`src/design/chip_cfg_pkg.sv`:
```
//----------------------------------------------------------
// Pad configuration shared definitions
// Widths, strap depth, the configuration mode encoding and
// the packed pad and SoC drive bundles
//----------------------------------------------------------
`default_nettype none

package chip_cfg_pkg;

  //----------------------------------------------------------
  // Sizes
  //----------------------------------------------------------
  localparam int GPIO_TIO    = 4; // Reconfigurable pins per GPIO group
  localparam int STRAP_DEPTH = 8; // Strap and reset shift register length

  typedef logic [GPIO_TIO-1:0] tio_vec_t; // One GPIO group or test data

  //----------------------------------------------------------
  // Configuration mode
  //----------------------------------------------------------
  typedef enum logic [1:0] {
    CFG_SYS  = 2'b00, // Debug wire on alternate pins, pulldown default
    CFG_ALT  = 2'b01, // UART on alternate pins
    CFG_BIST = 2'b10, // Self test through GPIO
    CFG_SCAN = 2'b11  // Scan test through GPIO
  } cfg_mode_e;

  // One-hot selection, all clear until capture
  typedef struct packed {
    logic sys;
    logic alt;
    logic bist;
    logic scan;
  } cfg_sel_t;

  //----------------------------------------------------------
  // Tristate drive bundles
  //----------------------------------------------------------
  typedef struct packed {
    tio_vec_t o; // Output data
    tio_vec_t e; // Output enable, active high
  } gpio_drv_t;

  typedef struct packed {
    logic o; // Output data
    logic e; // Output enable, active high
  } pin_drv_t;

endpackage

`default_nettype wire

```
`src/design/por_sequencer.sv`:
```
//----------------------------------------------------------
// Power-on reset sequencer
// Synchronises the pad reset and steps through the early
// reset, strap sample strobes, capture strobe and SoC reset
//----------------------------------------------------------
`timescale 1ns/1ps
`default_nettype none

module por_sequencer (
  input  wire  pad_clk_i,     // Pad clock
  input  wire  pad_nrst_i,    // Raw pad reset, active low
  output logic nrst_early_o,  // Early reset for config state
  output logic strap_win_o,   // Strap shifting window
  output logic sample_stb_o,  // Update candidate mode
  output logic capture_stb_o, // Latch the final mode
  output logic soc_nreset_o   // Delayed SoC reset
);

  import chip_cfg_pkg::*;

  logic [STRAP_DEPTH-1:0] nrst_sr; // Ones enter at the top, shift right

  //----------------------------------------------------------
  // Reset shift register
  //----------------------------------------------------------
  always_ff @(posedge pad_clk_i or negedge pad_nrst_i) begin
    if (!pad_nrst_i) begin
      nrst_sr <= '0;
    end else if (!nrst_sr[0]) begin // Freeze once full
      nrst_sr <= {1'b1, nrst_sr[STRAP_DEPTH-1:1]};
    end
  end

  //----------------------------------------------------------
  // Strobe decode from adjacent stages
  //----------------------------------------------------------
  // Second stage set after edge 2
  assign nrst_early_o  = nrst_sr[STRAP_DEPTH-2];

  // Open during reset, closes after edge 8
  assign strap_win_o   = !nrst_sr[0];

  // Cycles after edges 2 to 5
  assign sample_stb_o  = nrst_sr[STRAP_DEPTH-2] & !nrst_sr[2];

  // Single cycle after edge 6
  assign capture_stb_o = nrst_sr[2] & !nrst_sr[1];

  // Last stage, rises after edge 8
  assign soc_nreset_o  = nrst_sr[0];

  // Capture is a single pulse
  capture_single_a : assert property (
    @(posedge pad_clk_i) disable iff (!pad_nrst_i)
    capture_stb_o |=> !capture_stb_o
  ) else $error("capture strobe held for more than one cycle");

endmodule

`default_nettype wire

```
`src/design/test_strap_sampler.sv`:
```
//----------------------------------------------------------
// TEST pin strap sampler
// Shifts the TEST pin across the reset release and
// classifies it as rising, falling, high or low to pick
// the candidate configuration mode
//----------------------------------------------------------
`timescale 1ns/1ps
`default_nettype none

module test_strap_sampler (
  input  wire                    pad_clk_i,    // Pad clock
  input  wire                    pad_nrst_i,   // Clears strap history
  input  wire                    nrst_early,   // Early reset, active low
  input  wire                    pad_test_i,   // TEST pad input
  input  wire                    strap_win_i,  // Shift enable
  input  wire                    sample_stb_i, // Update candidate
  output chip_cfg_pkg::cfg_mode_e mode_o       // Candidate mode
);

  import chip_cfg_pkg::*;

  logic [STRAP_DEPTH-1:0] strap_sr;  // Newest sample at the top
  logic                   test_rise; // Low first, high last
  logic                   test_fall; // High first, low last
  logic                   test_hi;   // High on every sample
  cfg_mode_e              mode_nxt;  // Priority decode

  //----------------------------------------------------------
  // Strap history
  //----------------------------------------------------------
  always_ff @(posedge pad_clk_i or negedge pad_nrst_i) begin
    if (!pad_nrst_i) begin
      strap_sr <= '0;
    end else if (strap_win_i) begin
      strap_sr <= {pad_test_i, strap_sr[STRAP_DEPTH-1:1]};
    end
  end

  // At the last sample strobe the top five stages hold the
  // pin from edges 1 to 5 after release, oldest at the bottom
  assign test_rise = strap_sr[STRAP_DEPTH-1] & !strap_sr[STRAP_DEPTH-5];
  assign test_fall = !strap_sr[STRAP_DEPTH-1] & strap_sr[STRAP_DEPTH-5];
  assign test_hi   = &strap_sr[STRAP_DEPTH-1:STRAP_DEPTH-5];

  always_comb begin
    if (test_rise) begin
      mode_nxt = CFG_ALT;  // Raised with the release
    end else if (test_fall) begin
      mode_nxt = CFG_BIST; // Dropped with the release
    end else if (test_hi) begin
      mode_nxt = CFG_SCAN; // Pullup strap
    end else begin
      mode_nxt = CFG_SYS;  // Held low or glitchy
    end
  end

  //----------------------------------------------------------
  // Candidate mode, last strobe wins
  //----------------------------------------------------------
  always_ff @(posedge pad_clk_i or negedge nrst_early) begin
    if (!nrst_early) begin
      mode_o <= CFG_SYS;
    end else if (sample_stb_i) begin
      mode_o <= mode_nxt;
    end
  end

endmodule

`default_nettype wire

```
`src/design/cfg_mode_latch.sv`:
```
//----------------------------------------------------------
// Configuration mode latch
// Converts the candidate mode to a one-hot selection and
// holds it from the capture strobe until the next reset
//----------------------------------------------------------
`timescale 1ns/1ps
`default_nettype none

module cfg_mode_latch (
  input  wire                     pad_clk_i,     // Pad clock
  input  wire                     nrst_early,    // Early reset, active low
  input  wire                     capture_stb_i, // Load strobe
  input  wire chip_cfg_pkg::cfg_mode_e mode_i,   // Candidate mode
  output chip_cfg_pkg::cfg_sel_t  sel_o          // One-hot selection
);

  import chip_cfg_pkg::*;

  cfg_sel_t sel_nxt; // Decoded flags

  always_comb begin
    sel_nxt = '0;
    case (mode_i)
      CFG_SYS:  sel_nxt.sys  = 1'b1;
      CFG_ALT:  sel_nxt.alt  = 1'b1;
      CFG_BIST: sel_nxt.bist = 1'b1;
      CFG_SCAN: sel_nxt.scan = 1'b1;
      default:  sel_nxt      = '0;
    endcase
  end

  always_ff @(posedge pad_clk_i or negedge nrst_early) begin
    if (!nrst_early) begin
      sel_o <= '0; // Pads idle until configured
    end else if (capture_stb_i) begin
      sel_o <= sel_nxt;
    end
  end

  // Exactly one flag after capture, and it stays put
  sel_onehot_a : assert property (
    @(posedge pad_clk_i) disable iff (!nrst_early)
    capture_stb_i |=> $onehot(sel_o)
  ) else $error("mode selection not one-hot after capture");

  sel_hold_a : assert property (
    @(posedge pad_clk_i) disable iff (!nrst_early)
    (|sel_o) |=> $stable(sel_o)
  ) else $error("mode selection changed after capture");

endmodule

`default_nettype wire

```
`src/design/pad_mux.sv`:
```
//----------------------------------------------------------
// Pad multiplexer
// Routes the alternate pins and both GPIO groups between
// the pads and the SoC for debug, UART or test modes
//----------------------------------------------------------
`timescale 1ns/1ps
`default_nettype none

module pad_mux (
  input  wire chip_cfg_pkg::cfg_sel_t  sel_i,         // Captured mode
  // Alternate pins
  input  wire                          pad_altin_i,   // SWCLK / RXD / test enable
  input  wire                          pad_altio_i,   // SWDIO / TXD pad input
  output chip_cfg_pkg::pin_drv_t       pad_altio_o,   // SWDIO / TXD pad drive
  // GPIO group 0
  input  wire chip_cfg_pkg::tio_vec_t  pad_gpio0_i,
  output chip_cfg_pkg::gpio_drv_t      pad_gpio0_o,
  input  wire chip_cfg_pkg::gpio_drv_t soc_gpio0_i,
  output chip_cfg_pkg::tio_vec_t       soc_gpio0_o,
  // GPIO group 1
  input  wire chip_cfg_pkg::tio_vec_t  pad_gpio1_i,
  output chip_cfg_pkg::gpio_drv_t      pad_gpio1_o,
  input  wire chip_cfg_pkg::gpio_drv_t soc_gpio1_i,
  output chip_cfg_pkg::tio_vec_t       soc_gpio1_o,
  // Debug and UART
  output logic                         soc_swd_clk_o,  // Low unless SYS
  output logic                         soc_swd_dio_o,  // SWDIO into SoC
  input  wire chip_cfg_pkg::pin_drv_t  soc_swd_i,      // SWDIO from SoC
  output logic                         soc_uart_rxd_o, // High unless ALT
  input  wire                          soc_uart_txd_i,
  // Test
  output logic                         soc_test_en_o,
  output chip_cfg_pkg::tio_vec_t       soc_test_in_o,
  input  wire chip_cfg_pkg::tio_vec_t  soc_test_out_i
);

  import chip_cfg_pkg::*;

  logic test_mode; // Scan or BIST

  assign test_mode = sel_i.scan | sel_i.bist;

  //----------------------------------------------------------
  // Alternate pins
  //----------------------------------------------------------
  assign soc_swd_clk_o  = sel_i.sys & pad_altin_i;
  assign soc_swd_dio_o  = sel_i.sys & pad_altio_i;
  assign soc_uart_rxd_o = !sel_i.alt | pad_altin_i; // Idle high

  assign pad_altio_o.o = (sel_i.sys & soc_swd_i.o) | (sel_i.alt & soc_uart_txd_i);
  assign pad_altio_o.e = (sel_i.sys & soc_swd_i.e) | sel_i.alt; // TXD always driven

  //----------------------------------------------------------
  // Test access
  //----------------------------------------------------------
  assign soc_test_en_o = test_mode & pad_altin_i;
  assign soc_test_in_o = test_mode ? pad_gpio0_i : '0;

  //----------------------------------------------------------
  // GPIO groups
  //----------------------------------------------------------
  // Group 0 turns into test input, pad drivers off
  assign pad_gpio0_o = test_mode ? gpio_drv_t'('0) : soc_gpio0_i;

  // Group 1 carries test results out
  assign pad_gpio1_o.o = test_mode ? soc_test_out_i : soc_gpio1_i.o;
  assign pad_gpio1_o.e = test_mode ? {GPIO_TIO{1'b1}} : soc_gpio1_i.e;

  // Pad inputs always visible to the SoC
  assign soc_gpio0_o = pad_gpio0_i;
  assign soc_gpio1_o = pad_gpio1_i;

  // No contention on group 0 while test data is driven in
  always_comb begin
    if (test_mode) begin
      gpio0_off_a : assert (pad_gpio0_o.e == '0)
        else $error("group 0 pad driven in test mode");
    end
  end

endmodule

`default_nettype wire

```
`src/design/chip_cfg_top.sv`:
```
//----------------------------------------------------------
// Chip pad configuration top level
// Reset sequencer, TEST strap sampler, mode latch and pad
// multiplexer in a chain
//----------------------------------------------------------
`timescale 1ns/1ps
`default_nettype none

module chip_cfg_top (
  input  wire                          pad_clk_i,
  input  wire                          pad_nrst_i,
  input  wire                          pad_test_i,
  // Alternate pins
  input  wire                          pad_altin_i,
  input  wire                          pad_altio_i,
  output chip_cfg_pkg::pin_drv_t       pad_altio_o,
  // GPIO group 0
  input  wire chip_cfg_pkg::tio_vec_t  pad_gpio0_i,
  output chip_cfg_pkg::gpio_drv_t      pad_gpio0_o,
  input  wire chip_cfg_pkg::gpio_drv_t soc_gpio0_i,
  output chip_cfg_pkg::tio_vec_t       soc_gpio0_o,
  // GPIO group 1
  input  wire chip_cfg_pkg::tio_vec_t  pad_gpio1_i,
  output chip_cfg_pkg::gpio_drv_t      pad_gpio1_o,
  input  wire chip_cfg_pkg::gpio_drv_t soc_gpio1_i,
  output chip_cfg_pkg::tio_vec_t       soc_gpio1_o,
  // Debug and UART
  output logic                         soc_swd_clk_o,
  output logic                         soc_swd_dio_o,
  input  wire chip_cfg_pkg::pin_drv_t  soc_swd_i,
  output logic                         soc_uart_rxd_o,
  input  wire                          soc_uart_txd_i,
  // Test
  output logic                         soc_test_en_o,
  output chip_cfg_pkg::tio_vec_t       soc_test_in_o,
  input  wire chip_cfg_pkg::tio_vec_t  soc_test_out_i,
  // SoC control
  output logic                         soc_nreset_o,
  output chip_cfg_pkg::cfg_sel_t       soc_mode_o  // Captured one-hot mode
);

  import chip_cfg_pkg::*;

  logic      nrst_early;  // Config state reset
  logic      strap_win;   // Strap shifting window
  logic      sample_stb;  // Candidate update
  logic      capture_stb; // Mode capture
  cfg_mode_e cfg_mode;    // Sampler to latch

  por_sequencer por_sequencer_inst (
    .pad_clk_i     (pad_clk_i),
    .pad_nrst_i    (pad_nrst_i),
    .nrst_early_o  (nrst_early),
    .strap_win_o   (strap_win),
    .sample_stb_o  (sample_stb),
    .capture_stb_o (capture_stb),
    .soc_nreset_o  (soc_nreset_o)
  );

  test_strap_sampler test_strap_sampler_inst (
    .pad_clk_i    (pad_clk_i),
    .pad_nrst_i   (pad_nrst_i),
    .nrst_early   (nrst_early),
    .pad_test_i   (pad_test_i),
    .strap_win_i  (strap_win),
    .sample_stb_i (sample_stb),
    .mode_o       (cfg_mode)
  );

  cfg_mode_latch cfg_mode_latch_inst (
    .pad_clk_i     (pad_clk_i),
    .nrst_early    (nrst_early),
    .capture_stb_i (capture_stb),
    .mode_i        (cfg_mode),
    .sel_o         (soc_mode_o)
  );

  pad_mux pad_mux_inst (
    .sel_i          (soc_mode_o),
    .pad_altin_i    (pad_altin_i),
    .pad_altio_i    (pad_altio_i),
    .pad_altio_o    (pad_altio_o),
    .pad_gpio0_i    (pad_gpio0_i),
    .pad_gpio0_o    (pad_gpio0_o),
    .soc_gpio0_i    (soc_gpio0_i),
    .soc_gpio0_o    (soc_gpio0_o),
    .pad_gpio1_i    (pad_gpio1_i),
    .pad_gpio1_o    (pad_gpio1_o),
    .soc_gpio1_i    (soc_gpio1_i),
    .soc_gpio1_o    (soc_gpio1_o),
    .soc_swd_clk_o  (soc_swd_clk_o),
    .soc_swd_dio_o  (soc_swd_dio_o),
    .soc_swd_i      (soc_swd_i),
    .soc_uart_rxd_o (soc_uart_rxd_o),
    .soc_uart_txd_i (soc_uart_txd_i),
    .soc_test_en_o  (soc_test_en_o),
    .soc_test_in_o  (soc_test_in_o),
    .soc_test_out_i (soc_test_out_i)
  );

endmodule

`default_nettype wire

```
`config.mk`:
```
export PLATFORM = sky130hd
export DESIGN_NAME = chip_cfg_top
export DESIGN_NICKNAME = d
export VERILOG_FILES = /design/src/design/chip_cfg_pkg.sv /design/src/design/por_sequencer.sv /design/src/design/test_strap_sampler.sv /design/src/design/cfg_mode_latch.sv /design/src/design/pad_mux.sv /design/src/design/chip_cfg_top.sv
export SDC_FILE = /design/constraint.sdc
export NUM_CORES = 1
export LEC_CHECK = 0
export BUFFER_PORTS_ARGS = -buffer_cell sky130_fd_sc_hd__buf_4
export CAP_MARGIN = 10
export CORE_MARGIN = 8
export CORE_UTILIZATION = 44
export CTS_BUF_LIST = sky130_fd_sc_hd__clkbuf_2 sky130_fd_sc_hd__clkbuf_4 sky130_fd_sc_hd__clkbuf_8
export CTS_CLUSTER_DIAMETER = 80
export DETAILED_ROUTE_END_ITERATION = 16
export PLACE_DENSITY = 0.88
export RECOVER_POWER = 50
export SLEW_MARGIN = 10
export SYNTH_ARGS = -nofsm -noshare
export SYNTH_HDL_FRONTEND = slang
export SYNTH_SLANG_ARGS = --single-unit
```
`constraint.sdc`:
```
create_clock -name pad_clk_i -period 2.7 [get_ports pad_clk_i]
set_input_delay 0.135 -clock pad_clk_i [delete_from_list [all_inputs] [get_ports pad_clk_i]]
set_output_delay 0.135 -clock pad_clk_i [all_outputs]
set_load 0.01 [all_outputs]
```
---- Word level (Yosys, flattened, before mapping) ----
Index checks and enable logic that the tools add are counted.
cells by class
  add/subtract/negate cells ............... 0
  $mul .................................... 0
  divide/modulo/power cells ............... 0
  magnitude comparators ................... 0
  equal/unequal tests ..................... 3
  shift operators ......................... 0
  multiplexer cells ....................... 12
  bitwise operators ....................... 14
  reduce and logical (&&, ||, !) cells .... 7
operators by type and width
  kind                  number
  $mux W4               3
  $and A1 B1 Y1         10
  $mux W8               1
  $mux W2               3
  $logic_not A1 Y1      5
  $mux W1               5
  $reduce_and A5 Y1     1
  $eq A2 B2 Y1 const B  2
  $or A1 B1 Y1          4
  $eq A2 B1 Y1 const B  1
  $logic_not A2 Y1      1
word-level totals
  register bits after elaboration ......... 22
  latch bits .............................. 0
  RAM bits ................................ 0
  ROM bits ................................ 0
  bits of input ports ..................... 36
  output and inout port bits .............. 39
  word-level logic and storage cells ...... 44
  memories ................................ 0

---- Logic depth before layout (Yosys ltp) ----
Gate-level depths: netlist of run 1.
  depth after elaboration ................. 4
  gate-level depth with buffers ........... 4
  mapped depth without buffers ............ 3

---- Hierarchy ----
A second synthesis of run 1 with hierarchy kept.
unflattened totals
  cells, all modules ...................... 88
  area total of the unflattened synthesis .. 1041.0 um^2
by module, submodules not included
  module              instances  cells an instance  area an instance (um^2)  seq. area each (um^2)
  por_sequencer       1          20                 330.3                    200.2
  pad_mux             1          36                 276.5                    0.0
  test_strap_sampler  1          17                 269.0                    175.2
  cfg_mode_latch      1          15                 165.2                    100.1

---- Worst setup path before layout of run 1 ----
No wires, ideal clock.
  kind .................................... flip-flop to output port
  from .................................... register cfg_mode_latch_inst.sel_o[0] (netlist bit)
  to ...................................... output pad_gpio1_o[4] (netlist bit)
  arrival time ............................ 1.037 ns
  required time ........................... 2.565 ns
  setup slack ............................. 1.528 ns
  stages on the path, launching flop included .. 3
  path buffers ............................ 0
  path through ............................ dfrtp_1 nor2_4 mux2_2
RTL lines
  what                    line                  RTL
  from (decl)             cfg_mode_latch.sv:14  output chip_cfg_pkg::cfg_sel_t sel_o
  from (signal assigned)  cfg_mode_latch.sv:36  sel_o <= sel_nxt;
  to (decl)               chip_cfg_top.sv:24    output chip_cfg_pkg::gpio_drv_t pad_gpio1_o,

==> results of run 1 <==
-- area by class of cell --
| class | count | area, um2 |
|---|---|---|
| Timing Repair Buffer | 67 | 467.9 |
| Multi-Input combinational cell | 59 | 454.2 |
| Fill cell | 181 | 728.2 |
| Clock buffer | 4 | 30.03 |
| Tap cell | 28 | 35.03 |
| Sequential cell | 19 | 475.5 |
-- metrics by stage --
step,std cells,total power [W],utilization (%),setup slack (ns),cell area (um2)
after detailed placement,172,0.0004788,66.65,1.294,1460
final,177,0.0006100,66.76,0.9745,1463
after floorplan,89,0.0003848,-,1.528,1016
after CTS,177,0.0006252,68.48,0.9567,1500
after global routing,177,0.0006441,66.76,0.8807,1463
after global placement,172,0.0004755,66.65,1.330,1460
-- per-layer routing --
metal / part of all wire [%] / GRT usage (%) / up-vias
met3: 12 / 5.923 / 2
met4: 0.41 / 4.178 / 0
met5: 0 / 0 / -
li1: - / - / 417
met1: 38 / 13.98 / 377
met2: 50 / 24.22 / 58
-- synth_stat cells, drive strengths merged --
cell / n / area share, %
a21o: 1 / 0.74
a22o: 1 / 0.86
a31oi: 2 / 1.2
and2: 10 / 6.2
and2b: 4 / 3.4
buf: 10 / 8.1
clkbuf: 1 / 0.37
dfrtp: 19 / 47
mux2: 15 / 17
mux2i: 1 / 0.99
nand2: 5 / 1.8
nand2b: 6 / 3.7
nand4: 1 / 0.62
nor2: 2 / 1.5
nor2b: 2 / 1.2
o21ai: 3 / 1.5
o31ai: 1 / 0.74
or2: 1 / 0.62
or3: 4 / 3.0
-- report_power, final --
group / total [W] / switching (W) / internal (W)
registers: 0.000305 / 0.0000112 / 0.000294
logic: 0.000160 / 0.0000651 / 0.0000946
clock network: 0.000145 / 0.0000775 / 0.0000674
-- sequential cells by signal, indices dropped and copies added, names as in the netlist --
| name | count |
|---|---|
| test_strap_sampler_inst.strap_sr | 5 |
| test_strap_sampler_inst.mode_o | 2 |
| por_sequencer_inst.nrst_sr | 8 |
| cfg_mode_latch_inst.sel_o | 4 |
-- kinds of logic after synthesis --
group | count (synthesis) | share of synthesized area (%)
AO/OA/AOI/OAI | 8 | 5.049
buffers and inverters | 11 | 8.497
flip-flops | 19 | 46.80
multiplexers | 16 | 17.61
AND/OR/NAND/NOR | 35 | 22.04
-- worst paths after layout --
path	to
min in group asynchronous	cfg_mode_latch_inst.sel_o[1]$_DFFE_PN0P_
setup / recovery	pad_gpio1_o[5]
setup reg to reg	test_strap_sampler_inst.mode_o[0]$_DFFE_PN0P_
max in group asynchronous	por_sequencer_inst.nrst_sr[0]$_DFF_PN0_
hold reg to reg	cfg_mode_latch_inst.sel_o[1]$_DFFE_PN0P_
hold / removal	test_strap_sampler_inst.strap_sr[7]$_DFFE_PN0N_
-- worst max-delay path, cell delays in order, from the launching register on --
cell and delay, ns:
dfrtp_1 0.46, nor2_4 0.32, mux2_2 0.38, buf_4 0.14
-- what timing repair did --
action                    4_1_cts  5_1_grt
gates resized for setup         0        0
hold endpoints to repair       13        0
hold buffers                    1        0
buffers inserted                0        0
==> qor.txt, run 1 <==
R2R depth -> 3
H-tree levels -> 1
Max-Cap Viols -> 0
Worst-Margin Slew -> 0.6347 ns
First drt pass iteration count -> 4
Hold Vio Cnt, Final -> 0
RSZ-0062 raised after global routing -> false
Port Buffers -> 66
Setup TNS -> 0 ns
Fmax -> 0.5795 GHz
Lkg Pwr -> 0.6723 nW
Worst Path Arrival -> 1.59 ns
Period minus WS final -> 1.726 ns
Critical path required time -> 2.57 ns
Outcome -> finished, final reports clean
Crit path kind -> flop to primary output
Root Buffer -> clkbuf_4
Nets -> 186
Io pins -> 75
Final GP Congestion -> 0.8849
Register area share after synthesis -> 46.80%
GRT Total Usage -> 13.58%
Cell area after synthesis -> 0.001016 mm2
Fin crit share -> 63.91%
Drt initial violations -> 35
Number of vias per cell -> 4.825
Commonest non-fill, non-tap cells in the layout -> 56 x buf_4, 19 x dfrtp_1, 15 x mux2_2
DR WL/cell -> 16.39 um
Final setup fails -> 0
Worst slew margin -> 57.69%
RR Startpoint -> por_sequencer_inst.nrst_sr[6]$_DFFE_PN0N_
Initial Util -> 46.37%
Routed WL -> 2.901 mm
CTS Sinks -> 19
Yosys warning count -> 0
Placeable Area -> 0.002191 mm2
Worst Hold Class -> primary input to flop
Crit path capture type -> primary output
Critical path origin -> cfg_mode_latch_inst.sel_o[0]$_DFFE_PN0P_
Pwr dens -> 417.1 mW/mm2
TritonCTS clock tree -> done
Row Count -> 17
Yosys reg bits -> 19
Max IR drop VDD -> 348.3 uV
Antenna cell count -> 0
Clk pin slew, worst setup/hold paths -> 0.10 ns
Post-Syn Nets -> 125
CP Max Fanout -> 17
Clock Tree Buf Depth -> 2
Fraction of layout cells with a size suffix above 1 -> 57.05%
Post-Syn Instances -> 89
Post-DP HPWL -> 2.519 mm
Min Hold Slack -> 0.07426 ns
Full die area -> 0.004102 mm2
Die height -> 64.05 um
CTS buffer count -> 3
Yosys cell types -> 21
Clk_lat worst skew -> 0.28 ns
HP Start -> pad_test_i
Syn Area/Cell -> 11.42 um2
Vias in the first global route -> 800
Commonest non-fill, non-tap cell in the layout -> buf_4
Final clock skew -> 0.0006651 ns
Critical path launch point type -> flop
Initial antenna violation count -> 0
Drt drc -> 0
Die W -> 64.05 um
Largest net degree at the start of global routing -> 18
Via Count -> 854
Gr ovfl total -> 0
First-pass GRT wire length -> 4.374 mm
Final ANT Viol Nets -> 0
Synthesis-to-finish area growth -> 43.97%
Hold depth -> 2
Flop2flop setup slack -> 1.51 ns
Fin. max-slew vios -> 0
No activity file was read; power rests on OpenSTA's default activity.
==> run 2, diff against run 1 <==
- CORE_UTILIZATION: 44 -> 41
- PLACE_DENSITY: 0.88 -> 0.83
- clock period: 2.7 -> 1.59 ns (I/O delays scaled with it)
==> qor.txt, run 2 (synthesized netlist as in run 1, its figures left out) <==
First-pass GRT wire length -> 4.443 mm
CP Max Fanout -> 6
Met3 Use GR -> 5.085%
Clk_lat worst skew -> 0.29 ns
GR peak layer -> met2
H-tree levels -> 1
Row Count -> 18
Reg power frac -> 47.0%
Routed WL -> 3.256 mm
Min Hold Slack -> 0.1413 ns
Register area -> 478.0 um2
Worst-Margin Slew -> 0.6737 ns
Die W -> 65.78 um
Root Buffer -> clkbuf_4
Period minus WS final -> 1.565 ns
Clock network fraction of design power -> 22.9%
RSZ-0062 raised after global routing -> true
Pwr dens -> 688.2 mW/mm2
Critical path origin -> cfg_mode_latch_inst.sel_o[0]$_DFFE_PN0P_
RR Startpoint -> por_sequencer_inst.nrst_sr[0]$_DFF_PN0_
Vias in the first global route -> 890
Commonest non-fill, non-tap cells in the layout -> 55 x buf_4, 17 x dfrtp_1, 11 x mux2_2
Via Count -> 891
Outcome -> finished, final reports clean
TritonCTS clock tree -> done
Fin crit share -> 98.40%
Net load switching power -> 0.0002819 W
Crit path kind -> flop to primary output
Area after DPL -> 0.001463 mm2
Global-route track usage on met2 -> 22.90%
Area occupied by multi-input gates -> 469.2 um2
Gr ovfl total -> 0
Post-DP HPWL -> 2.446 mm
Commonest non-fill, non-tap cell in the layout -> buf_4
Fillers -> 190
Clk pin slew, worst setup/hold paths -> 0.10 ns
First drt pass iteration count -> 4
Power share of the combinational group -> 30.1%
Initial Util -> 42.16%
Pre-CTS setup slack -> 0.2235 ns
Number of vias per cell -> 4.816
Worst Hold Class -> flop to async pin
Initial antenna violation count -> 0
CTS Sinks -> 19
Clock Tree Buf Depth -> 2
Hold Vio Cnt, Final -> 0
Placeable Area -> 0.002410 mm2
Final ANT Viol Nets -> 0
Synthesis-to-finish area growth -> 58.13%
Met1 GRT Util -> 14.36%
Critical path launch point type -> flop
Setup ws final -> 0.02542 ns
Antenna cell count -> 0
Drt initial violations -> 38
Crit path capture type -> primary output
Sw Share -> 25.50%
Final GP Congestion -> 0.8491
Worst slew margin -> 55.09%
Max IR drop VDD -> 693.0 uV
Final setup fails -> 0
Critical path required time -> 1.51 ns
Max-Cap Viols -> 0
Most flops, register -> por_sequencer_inst.nrst_sr
Nets -> 192
Number of flip-flops in the largest register -> 8
CTS buffer count -> 3
Fmax -> 0.6391 GHz
Fin cells -> 185
GRT Total Usage -> 13.17%
Full die area -> 0.004327 mm2
Fraction of layout cells with a size suffix above 1 -> 61.29%
Lkg Pwr -> 0.7542 nW
Port Buffers -> 66
Largest net degree at the start of global routing -> 15
Largest regs -> por_sequencer_inst.nrst_sr: 8 flops, test_strap_sampler_inst.strap_sr: 5 flops, cfg_mode_latch_inst.sel_o: 4 flops
Internal power -> 0.0008237 W
Finished layout cell area -> 0.001607 mm2
Io pins -> 75
Fin. max-slew vios -> 0
Drt drc -> 0
Final clock skew -> 0.002010 ns
Die height -> 65.78 um
Placed cells -> 174
Worst Path Arrival -> 1.49 ns
DR WL/cell -> 17.60 um
[run 2: changes by cell type in the layout (fill, tap and decap cells not counted), sizes merged]
cell	change
clkbuf	-2
dlygate4sd3	+1
buf	+7
[run 2: layout make-up]
cell class	count	share of cell area [%]
flip-flops and latches	19	29.75
clock buffers	4	1.869
well taps	30	2.336
repair buffers	73	36.84
multi-input cells	59	29.21
[run 2: power groups by stage]
stage	Clock [W]	Sequential (W)	Combinational [W]
finish	0.000253	0.000519	0.000333
global route	0.000293	0.000523	0.000355
CTS	0.000268	0.000520	0.000299
detailed placement	0	0.000529	0.000282
global placement	0	0.000527	0.000276
floorplan	0	0.000527	0.000126
[run 2: worst max-delay path, cell delays in order (launching register included)]
cell and delay, ns:
dfrtp_2 0.46, buf_4 0.15, or3_2 0.45, buf_6 0.14
[run 2: through the flow]
step                utilization, %  total power, W  setup TNS, ns
floorplan                        -       0.0006535              0
global placement             60.70       0.0008027              0
detailed placement           60.70       0.0008106              0
CTS                          64.02        0.001088              0
global route                 66.67        0.001171       -0.07256
finish                       66.67        0.001106              0
[run 2: final timing paths]
kind	cells after the start	slack, ns	end
min reg2reg	0	0.14	cfg_mode_latch_inst.sel_o[3]$_DFFE_PN0P_
max reg2reg	1	0.41	por_sequencer_inst.nrst_sr[5]$_DFFE_PN0N_
min in group pad_clk_i	0	0.16	soc_gpio1_o[3]
max	3	0.03	pad_gpio1_o[0]
max in group asynchronous	2	0.84	por_sequencer_inst.nrst_sr[5]$_DFFE_PN0N_
min	0	0.14	cfg_mode_latch_inst.sel_o[3]$_DFFE_PN0P_
[run 2: timing repair]
item	4_1_cts	5_1_grt
cloned	0	1
endpoints found under the hold margin	14	0
setup buffers	2	2
pin swaps	1	1
resized for setup	2	10
hold buffers	2	0
setup endpoints to repair	4	7
[run 2: metal layers]
layer	vias up	wire length [um]
met4	0	7
met2	50	1581
met3	2	354
met5	-	0
met1	414	1312
li1	425	-
==> run 3, diff against run 2 <==
- CORE_MARGIN: 8 -> 2
- CTS_CLUSTER_DIAMETER: 80 -> 200
==> qor.txt, run 3 (synthesized netlist as in run 1, its figures left out) <==
Most flops, register -> por_sequencer_inst.nrst_sr
Period minus WS final -> 1.543 ns
Crit path kind -> flop to primary output
Clock network fraction of design power -> 23.6%
Commonest non-fill, non-tap cell in the layout -> buf_4
Max IR drop VDD -> 565.1 uV
Clock Tree Buf Depth -> 2
Largest regs -> por_sequencer_inst.nrst_sr: 8 flops, test_strap_sampler_inst.strap_sr: 5 flops, cfg_mode_latch_inst.sel_o: 4 flops
Nets -> 190
Net load switching power -> 0.0002629 W
Worst-Margin Slew -> 0.6713 ns
Clk_lat worst skew -> 0.29 ns
RSZ-0062 raised after global routing -> true
Hold Vio Cnt, Final -> 0
Critical path launch point type -> flop
Via Count -> 881
Crit path capture type -> primary output
Lkg Pwr -> 0.7063 nW
Root Buffer -> clkbuf_4
Internal power -> 0.0007940 W
CTS buffer count -> 3
Drt initial violations -> 7
Full die area -> 0.002892 mm2
Worst slew margin -> 55.25%
Fin crit share -> 97.07%
Gr ovfl total -> 0
Critical path origin -> cfg_mode_latch_inst.sel_o[0]$_DFFE_PN0P_
Commonest non-fill, non-tap cells in the layout -> 61 x buf_4, 17 x dfrtp_1, 15 x mux2_2
Number of vias per cell -> 4.814
First drt pass iteration count -> 4
Final clock skew -> 0.0009295 ns
Routed WL -> 2.383 mm
Setup ws final -> 0.04663 ns
Vias in the first global route -> 784
Number of flip-flops in the largest register -> 8
Pre-CTS setup slack -> 0.2142 ns
Critical path required time -> 1.51 ns
Fmax -> 0.6479 GHz
CTS Sinks -> 19
Row Count -> 18
H-tree levels -> 1
Sw Share -> 24.87%
Outcome -> finished, final reports clean
Drt drc -> 0
Synthesis-to-finish area growth -> 50.12%
Antenna cell count -> 0
GRT Total Usage -> 16.36%
Initial Util -> 42.16%
Crit path largest cell delay -> 0.46 ns
Slowest stage cell on the critical path -> dfrtp_2
Final ANT Viol Nets -> 0
Die height -> 53.78 um
RR Startpoint -> por_sequencer_inst.nrst_sr[0]$_DFF_PN0_
Crit-path cells -> nor2_4 > mux2_2 > buf_4
Final GP Congestion -> 0.6911
DR WL/cell -> 13.02 um
Max-Cap Viols -> 0
Reg power frac -> 49.0%
Area after DPL -> 0.001463 mm2
Fin. max-slew vios -> 0
Worst Path Arrival -> 1.46 ns
Port Buffers -> 66
Flop2flop setup slack -> 0.43 ns
Worst Hold Class -> primary input to flop
Placeable Area -> 0.002410 mm2
Post-DP HPWL -> 1.946 mm
Largest net degree at the start of global routing -> 15
Final setup fails -> 0
Finished layout cell area -> 0.001525 mm2
Die W -> 53.78 um
Initial antenna violation count -> 0
Min Hold Slack -> 0.02065 ns
Power share of the combinational group -> 27.4%
TritonCTS clock tree -> done
HP Start -> pad_test_i
Io pins -> 75
Clk pin slew, worst setup/hold paths -> 0.10 ns
Setup TNS -> 0 ns
CP Max Fanout -> 7
Total design power -> 0.001057 W
Pwr dens -> 693.0 mW/mm2
Fraction of layout cells with a size suffix above 1 -> 61.44%
First-pass GRT wire length -> 3.353 mm
-- run 3: layer usage --
| metal | part of all wire, % | GRT usage (%) |
|---|---|---|
| met1 | 33 | 15.92 |
| met2 | 53 | 31.10 |
| met3 | 13 | 4.722 |
| met4 | 1.0 | 7.692 |
| met5 | 0 | 0 |
-- run 3: final cells by class --
class	instances	area [um2]
clock buffer	4	30.03
sequential	19	478.0
fill	216	884.6
multi-input combinational	59	454.2
timing repair buffer	71	525.5
tap	30	37.54
-- run 3: power by group through the flow --
stage               logic [W]  clock network (W)  registers (W)
CTS                  0.000297           0.000258       0.000518
finish               0.000289           0.000250       0.000518
detailed placement   0.000277                  0       0.000529
global placement     0.000271                  0       0.000527
global route         0.000314           0.000280       0.000522
floorplan            0.000126                  0       0.000527
-- run 3: critical path, delay by kind of cell, from the launching register on --
family,cells,cell delay (ns)
DFF,1,0.46
and+or+nand+nor,1,0.20
buffers and inverters,1,0.15
muxes,1,0.37
-- run 3: final timing paths --
path                       cells past startpoint                                               to
setup / recovery                               3                                   pad_gpio1_o[4]
hold / removal                                 2  test_strap_sampler_inst.strap_sr[7]$_DFFE_PN0N_
setup reg to reg                               1        por_sequencer_inst.nrst_sr[4]$_DFFE_PN0N_
hold reg to reg                                0         cfg_mode_latch_inst.sel_o[3]$_DFFE_PN0P_
max in group asynchronous                      2        por_sequencer_inst.nrst_sr[1]$_DFFE_PN0N_
min in group asynchronous                      0         cfg_mode_latch_inst.sel_o[3]$_DFFE_PN0P_
-- run 3: timing repair --
item | 4_1_cts | 5_1_grt
hold buffers | 1 | 0
cloned | 0 | 0
endpoints found under the hold margin | 13 | 0
setup endpoints to repair | 4 | 5
gates resized for setup | 2 | 1
pin swaps | 1 | 0
buffers inserted | 3 | 1
-- run 3: stage by stage --
stage | std cells | util, %
after floorplan | 89 | -
after global placement | 174 | 60.70
after detailed placement | 174 | 60.70
after CTS | 182 | 63.91
after global routing | 183 | 63.29
final | 183 | 63.29
